### config.mk
export PLATFORM = sky130hd
export DESIGN_NAME = rvx_decode_flat
export DESIGN_NICKNAME = d
export VERILOG_FILES = /design/src/rvx_pkg.sv /design/src/rvx_stage_if.sv /design/src/rvx_decode.sv /design/src/flat_wrapper.sv
export VERILOG_INCLUDE_DIRS = /design/src
export SDC_FILE = /design/constraint.sdc
export NUM_CORES = 1
export LEC_CHECK = 0
export ABC_AREA = 1
export CAP_MARGIN = 10
export CORE_AREA = 2 2 88 90
export CTS_CLUSTER_SIZE = 28
export DETAILED_ROUTE_END_ITERATION = 8
export DIE_AREA = 0 0 90 92
export DONT_BUFFER_PORTS = 1
export PLACE_DENSITY_LB_ADDON = 0.1
export REMOVE_ABC_BUFFERS = 1
export SETUP_SLACK_MARGIN = 0.05
export SYNTH_ARGS = -nofsm -noshare
export SYNTH_HDL_FRONTEND = slang
export SYNTH_SLANG_ARGS = --single-unit
export TNS_END_PERCENT = 100
### constraint.sdc
create_clock -name clk -period 2.17 [get_ports clk]
set_clock_uncertainty 0.2 [all_clocks]
set_input_delay 0.1085 -clock clk [delete_from_list [all_inputs] [get_ports clk]]
set_output_delay 0.1085 -clock clk [all_outputs]
set_load 0.01 [all_outputs]
### src/rvx_params.svh
`ifndef RVX_PARAMS_SVH
`define RVX_PARAMS_SVH

`define RVX_XLEN   64 // data path and AXI data width
`define RVX_ILEN   32
`define RVX_REG_AW 5
`define RVX_AXI_AW 32

`endif

### src/rvx_pkg.sv
`default_nettype none
`include "rvx_params.svh"

package rvx_pkg;

    typedef enum logic [4:0] {
        ALU_ADD,
        ALU_SUB,
        ALU_AND,
        ALU_OR,
        ALU_XOR,
        ALU_SLL,
        ALU_SRL,
        ALU_SRA,
        ALU_SLT,
        ALU_SLTU,
        ALU_ADDW,
        ALU_SUBW,
        ALU_SLLW,
        ALU_MUL,
        ALU_DIVU,
        ALU_REMU
    } alu_op_e;

    typedef enum logic [2:0] {
        BR_NONE,
        BR_EQ,
        BR_NE,
        BR_LT,
        BR_GE,
        BR_LTU,
        BR_GEU
    } br_cond_e;

    typedef enum logic [2:0] {
        LD_NONE,
        LD_LB,
        LD_LBU,
        LD_LW,
        LD_LWU,
        LD_LD
    } load_kind_e;

    typedef struct packed {
        alu_op_e                alu_op;
        br_cond_e               br_cond;
        load_kind_e             load_kind;
        logic [`RVX_XLEN-1:0]   a;
        logic [`RVX_XLEN-1:0]   b;
        logic [`RVX_XLEN-1:0]   offset;    // branch offset
        logic [`RVX_XLEN-1:0]   pc;
        logic [`RVX_REG_AW-1:0] rd;
        logic                   wen;
        logic                   illegal;
    } dec_op_t;

    typedef struct packed {
        logic [`RVX_XLEN-1:0]   value;
        logic [`RVX_REG_AW-1:0] rd;
        logic                   wen;
        load_kind_e             load_kind;
        logic [`RVX_XLEN-1:0]   addr;      // load address
        logic                   taken;
        logic [`RVX_XLEN-1:0]   target;
        logic                   err;
    } exe_res_t;

endpackage

`default_nettype wire

### src/rvx_stage_if.sv
`timescale 1ns/1ps
`default_nettype none

interface rvx_stage_if #(
    parameter type payload_t = logic
);

    logic     valid;
    logic     ready;
    payload_t payload;

    modport source (
        output valid,
        output payload,
        input  ready
    );

    modport sink (
        input  valid,
        input  payload,
        output ready
    );

endinterface

`default_nettype wire

### src/rvx_decode.sv
`timescale 1ns/1ps
`default_nettype none
`include "rvx_params.svh"

module rvx_decode (
    input  logic                 clk,
    input  logic                 arst_n,
    input  logic                 in_valid,
    output logic                 in_ready,
    input  logic [`RVX_ILEN-1:0] in_instr,
    input  logic [`RVX_XLEN-1:0] in_rs1,
    input  logic [`RVX_XLEN-1:0] in_rs2,
    input  logic [`RVX_XLEN-1:0] in_pc,
    rvx_stage_if.source          dec
);

    logic [6:0]           opcode;
    logic [2:0]           funct3;
    logic [6:0]           funct7;
    logic [`RVX_XLEN-1:0] imm_i;
    logic [`RVX_XLEN-1:0] imm_u;
    logic [`RVX_XLEN-1:0] imm_b;
    logic                 illegal;
    rvx_pkg::dec_op_t     op;

    assign opcode = in_instr[6:0];
    assign funct3 = in_instr[14:12];
    assign funct7 = in_instr[31:25];
    assign imm_i  = {{(`RVX_XLEN-12){in_instr[31]}}, in_instr[31:20]};
    assign imm_u  = {{(`RVX_XLEN-32){in_instr[31]}}, in_instr[31:12], 12'b0};
    assign imm_b  = {{(`RVX_XLEN-13){in_instr[31]}}, in_instr[31], in_instr[7],
                     in_instr[30:25], in_instr[11:8], 1'b0};

    always_comb begin
        illegal      = 1'b0;
        op.alu_op    = rvx_pkg::ALU_ADD;
        op.br_cond   = rvx_pkg::BR_NONE;
        op.load_kind = rvx_pkg::LD_NONE;
        op.a         = in_rs1;
        op.b         = in_rs2;
        op.offset    = imm_b;
        op.pc        = in_pc;
        op.rd        = in_instr[11:7];
        op.wen       = 1'b1;
        case (opcode)
            7'b0110111: begin // lui
                op.a = '0;
                op.b = imm_u;
            end
            7'b0010111: begin // auipc
                op.a = in_pc;
                op.b = imm_u;
            end
            7'b0010011: begin
                op.b = imm_i;
                case (funct3)
                    3'b000: op.alu_op = rvx_pkg::ALU_ADD;
                    3'b010: op.alu_op = rvx_pkg::ALU_SLT;
                    3'b011: op.alu_op = rvx_pkg::ALU_SLTU;
                    3'b100: op.alu_op = rvx_pkg::ALU_XOR;
                    3'b110: op.alu_op = rvx_pkg::ALU_OR;
                    3'b111: op.alu_op = rvx_pkg::ALU_AND;
                    3'b001: begin
                        op.alu_op = rvx_pkg::ALU_SLL;
                        illegal   = (in_instr[31:26] != 6'b000000);
                    end
                    default: begin // srli / srai share funct3
                        op.alu_op = in_instr[30] ? rvx_pkg::ALU_SRA : rvx_pkg::ALU_SRL;
                        illegal   = ({in_instr[31], in_instr[29:26]} != 5'b00000);
                    end
                endcase
            end
            7'b0110011: begin
                case ({funct7, funct3})
                    {7'h00, 3'b000}: op.alu_op = rvx_pkg::ALU_ADD;
                    {7'h20, 3'b000}: op.alu_op = rvx_pkg::ALU_SUB;
                    {7'h00, 3'b001}: op.alu_op = rvx_pkg::ALU_SLL;
                    {7'h00, 3'b010}: op.alu_op = rvx_pkg::ALU_SLT;
                    {7'h00, 3'b011}: op.alu_op = rvx_pkg::ALU_SLTU;
                    {7'h00, 3'b100}: op.alu_op = rvx_pkg::ALU_XOR;
                    {7'h00, 3'b101}: op.alu_op = rvx_pkg::ALU_SRL;
                    {7'h20, 3'b101}: op.alu_op = rvx_pkg::ALU_SRA;
                    {7'h00, 3'b110}: op.alu_op = rvx_pkg::ALU_OR;
                    {7'h00, 3'b111}: op.alu_op = rvx_pkg::ALU_AND;
                    {7'h01, 3'b000}: op.alu_op = rvx_pkg::ALU_MUL;
                    {7'h01, 3'b101}: op.alu_op = rvx_pkg::ALU_DIVU;
                    {7'h01, 3'b111}: op.alu_op = rvx_pkg::ALU_REMU;
                    default:         illegal   = 1'b1;
                endcase
            end
            7'b0111011: begin // word forms
                case ({funct7, funct3})
                    {7'h00, 3'b000}: op.alu_op = rvx_pkg::ALU_ADDW;
                    {7'h20, 3'b000}: op.alu_op = rvx_pkg::ALU_SUBW;
                    {7'h00, 3'b001}: op.alu_op = rvx_pkg::ALU_SLLW;
                    default:         illegal   = 1'b1;
                endcase
            end
            7'b0000011: begin
                op.b = imm_i; // address is rs1 + imm
                case (funct3)
                    3'b000:  op.load_kind = rvx_pkg::LD_LB;
                    3'b100:  op.load_kind = rvx_pkg::LD_LBU;
                    3'b010:  op.load_kind = rvx_pkg::LD_LW;
                    3'b110:  op.load_kind = rvx_pkg::LD_LWU;
                    3'b011:  op.load_kind = rvx_pkg::LD_LD;
                    default: illegal      = 1'b1;
                endcase
            end
            7'b1100011: begin
                op.wen = 1'b0;
                case (funct3)
                    3'b000:  op.br_cond = rvx_pkg::BR_EQ;
                    3'b001:  op.br_cond = rvx_pkg::BR_NE;
                    3'b100:  op.br_cond = rvx_pkg::BR_LT;
                    3'b101:  op.br_cond = rvx_pkg::BR_GE;
                    3'b110:  op.br_cond = rvx_pkg::BR_LTU;
                    3'b111:  op.br_cond = rvx_pkg::BR_GEU;
                    default: illegal    = 1'b1;
                endcase
            end
            default: illegal = 1'b1;
        endcase
        op.illegal = illegal;
        if (illegal) begin
            op.br_cond   = rvx_pkg::BR_NONE;
            op.load_kind = rvx_pkg::LD_NONE;
        end
        if (illegal || op.rd == '0) begin
            op.wen = 1'b0; // x0 is never written
        end
    end

    assign in_ready = !dec.valid || dec.ready;

    always_ff @(posedge clk or negedge arst_n) begin
        if (!arst_n) begin
            dec.valid <= 1'b0;
        end else if (in_ready) begin
            dec.valid <= in_valid;
        end
    end

    always_ff @(posedge clk) begin
        if (in_valid && in_ready) begin
            dec.payload <= op;
        end
    end

    a_dec_stable: assert property (@(posedge clk) disable iff (!arst_n)
        dec.valid && !dec.ready |=> dec.valid && $stable(dec.payload));

endmodule

`default_nettype wire

### src/flat_wrapper.sv
// flat-port wrapper written by rule: the top's interface ports become plain ports
module rvx_decode_flat 
  (clk, arst_n, in_valid, in_ready, in_instr, in_rs1, in_rs2, in_pc, dec_valid, dec_payload, dec_ready);
  rvx_stage_if dec_i ();
  input  logic clk;
  input  logic arst_n;
  input  logic in_valid;
  output logic in_ready;
  input  logic [`RVX_ILEN-1:0] in_instr;
  input  logic [`RVX_XLEN-1:0] in_rs1;
  input  logic [`RVX_XLEN-1:0] in_rs2;
  input  logic [`RVX_XLEN-1:0] in_pc;
  output wire logic [$bits(dec_i.valid)-1:0] dec_valid;
  output wire logic [$bits(dec_i.payload)-1:0] dec_payload;
  input wire logic [$bits(dec_i.ready)-1:0] dec_ready;
  assign dec_valid = dec_i.valid;
  assign dec_payload = dec_i.payload;
  assign dec_i.ready = dec_ready;
  rvx_decode u_core (.clk(clk), .arst_n(arst_n), .in_valid(in_valid), .in_ready(in_ready), .in_instr(in_instr), .in_rs1(in_rs1), .in_rs2(in_rs2), .in_pc(in_pc), .dec(dec_i));
endmodule
==> flow_summary.toml <==
[outcome]
status = "finished, final reports clean"

[final_layout]
drive_gt1_share_pct = 12.0
area_growth_pct = 54.1
final_nets = 321
fin_util_pct = 8.52
final_cell_area_um2 = 634
stdcell_count = 194
fill_cells = 899
antennaDiodeCount = 0

[timing]
holdWs_ps = 61.6
fin_setup_tns_ps = 0
clock.fmax_ghz = 0.627
grt_setup_unrepaired = "no"
setup_viol = 0
finalCriticalPeriod_ps = 1590
slew_headroom_pct = 78.1
period_share_pct = 73.5
worst_pin_slew_ps = 326
hold_viol_final = 0
report.final.slew_viol_count = 0

[placed_design]
dp_cells = 185
hpwlAfterDp_um = 1240
port_buffers = 0
placed_area_um2 = 539
routabilityCongestion = 0.623

[pwr]
max-vdd-ir-drop_mv = 0.0690
leakagePower_nw = 0.294
seq_power_share_pct = 18.0
p_comb_share_pct = 19.7
p_clk_share_pct = 62.3
power.density_mw_per_mm2 = 390
netSwitchingFraction_pct = 24.5
p_int_mw = 0.187
switchingPower_mw = 0.0606

[cts]
clock_sinks = 2
hold_buffers = 5
cts_max_level = 1
post_cts_buffers = 0
cts_tree = "yes"
path_clk_slew_ps = 30
numCtsBuffers = 3
clk_latency_ps = 210
clock_path_buffers = 2
cts-root-buf = "clkbuf_8"
cts_resized = 0

[floorplan]
core_area_mm2 = 0.00745
start_util_pct = 5.53
die-area_mm2 = 0.00828
ioPinCount = 231
fp.dieH_um = 92
rows = 32
die_w_um = 90

[synth]
synth_area_leader_cell = "nand2_1"
synth.most_common_cell = "nand2_1"
ys_seq_elements = 2
synth_top_area_share_pct = 23.7
ys_top_cells_by_count = "nand2_1 (26), inv_1 (16), nor2_1 (15), nand3_1 (10)"
ys_warn_count = 0
synth.distinct_cells = 14
syn_area_um2 = 412
synth_area_leaders = "nand2_1 (24%), inv_1 (15%), nor2_1 (14%)"
syn-instance-count = 83
synth_edf_count = 1
synth_ff_type = "edfxtp_1"
avgSynthCellArea_um2 = 4.96
async_reset_ff_share_pct = 50.0
synth-seq-area-share_pct = 13.4

[setup_path]
rrSetupSlack_ps = 620
worstPathMaxFanout = 2
cp.arrival_ps = 1470
worstSetupPathType = "input port to flip-flop"
required_ps = 2050
startpoint_type = "input port"
end_kind = "flip-flop"

[grt]
grt-ovfl-total = 0
grt_max_degree = 7
antenna_found_initial = 0
grt_pass1_wl_um = 2380
gr-usage-all-layers_pct = 3.59
grt_pass1_vias = 504

[detailed_routing]
first_pass_iters = 4
num_vias = 478
ant_nets = 0
routed_wl_um = 1460
drc_errors = 0
initialDrtViolationCount = 9
vias_per_cell = 2.46
routedWlPerCell_um = 7.53

[min_path]
hold_path_class = "input port to flip-flop"

[flow_run]
drv_cap = 0
layer usage:
layer	GRT usage (%)	routed length [um]	vias to the layer above
li1	-	-	266
met1	4.07	616	201
met2	6.08	687	11
met3	1.31	156	0
met4	1.54	0	0
met5	0	0	-
power by group through the flow:
stage,clock network (mW),logic [mW],registers (mW)
after global routing,0.157,0.0573,0.0448
after floorplan,0,0.0345,0.0446
after global placement,0,0.0418,0.0450
after CTS,0.157,0.0494,0.0446
after detailed placement,0,0.0417,0.0450
final,0.154,0.0489,0.0446
registers in the layout, indices dropped and copies added, names as in the netlist:
signal and flops:
u_core.dec.valid 1, u_core.dec.payload 1
area by class of cell:
cell class                      instances  area (um2)  share of cell area (%)
Timing Repair Buffer                    5        50.0                    7.89
Clock buffer                            4        45.0                    7.10
Tap cell                              102         128                    20.1
Inverter                               18        70.1                    11.0
Multi-Input combinational cell         63         287                    45.2
Sequential cell                         2        55.1                    8.68
worst paths after layout:
kind                                       start            endpoint  depth (start not counted)
worst max register to register  u_core.dec.valid    u_core.dec.valid                          3
worst min register to register  u_core.dec.valid  u_core.dec.payload                          1
worst min-delay path                in_instr[31]  u_core.dec.payload                          4
min in group asynchronous                 arst_n    u_core.dec.valid                          2
max in group asynchronous                 arst_n    u_core.dec.valid                          2
worst max-delay path                   dec_ready    u_core.dec.valid                          5
placed cells by master (no fill, tap or decap):
cell,count
a21oi_1,3
clkbuf_1,1
clkbuf_8,3
dfrtp_1,1
dlygate4sd3_1,5
edfxtp_1,1
inv_1,16
inv_2,1
inv_4,1
nand2_1,26
nand2_2,2
nand2_4,1
nand3_1,10
nor2_1,15
nor2_2,1
nor2_4,2
nor3_1,3
per-stage QoR:
stage | power [mW] | setup WS, ps
floorplan | 0.0792 | 1040
global placement | 0.0868 | 887
detailed placement | 0.0867 | 881
CTS | 0.251 | 646
global route | 0.259 | 539
finish | 0.248 | 576
kinds of logic after synthesis:
family                 synth area share [%]
and+or+nand+nor                        66.0
buffers and inverters                  17.0
AOI/OAI and AO/OA                      3.65
DFF                                    13.4
worst max-delay path, stage by stage:
cell and delay, ps:
dlygate4sd3_1 540, inv_1 60, nand2_1 120, nand2_1 80
dlygate4sd3_1 570
No activity file was read; power rests on OpenSTA's default activity.
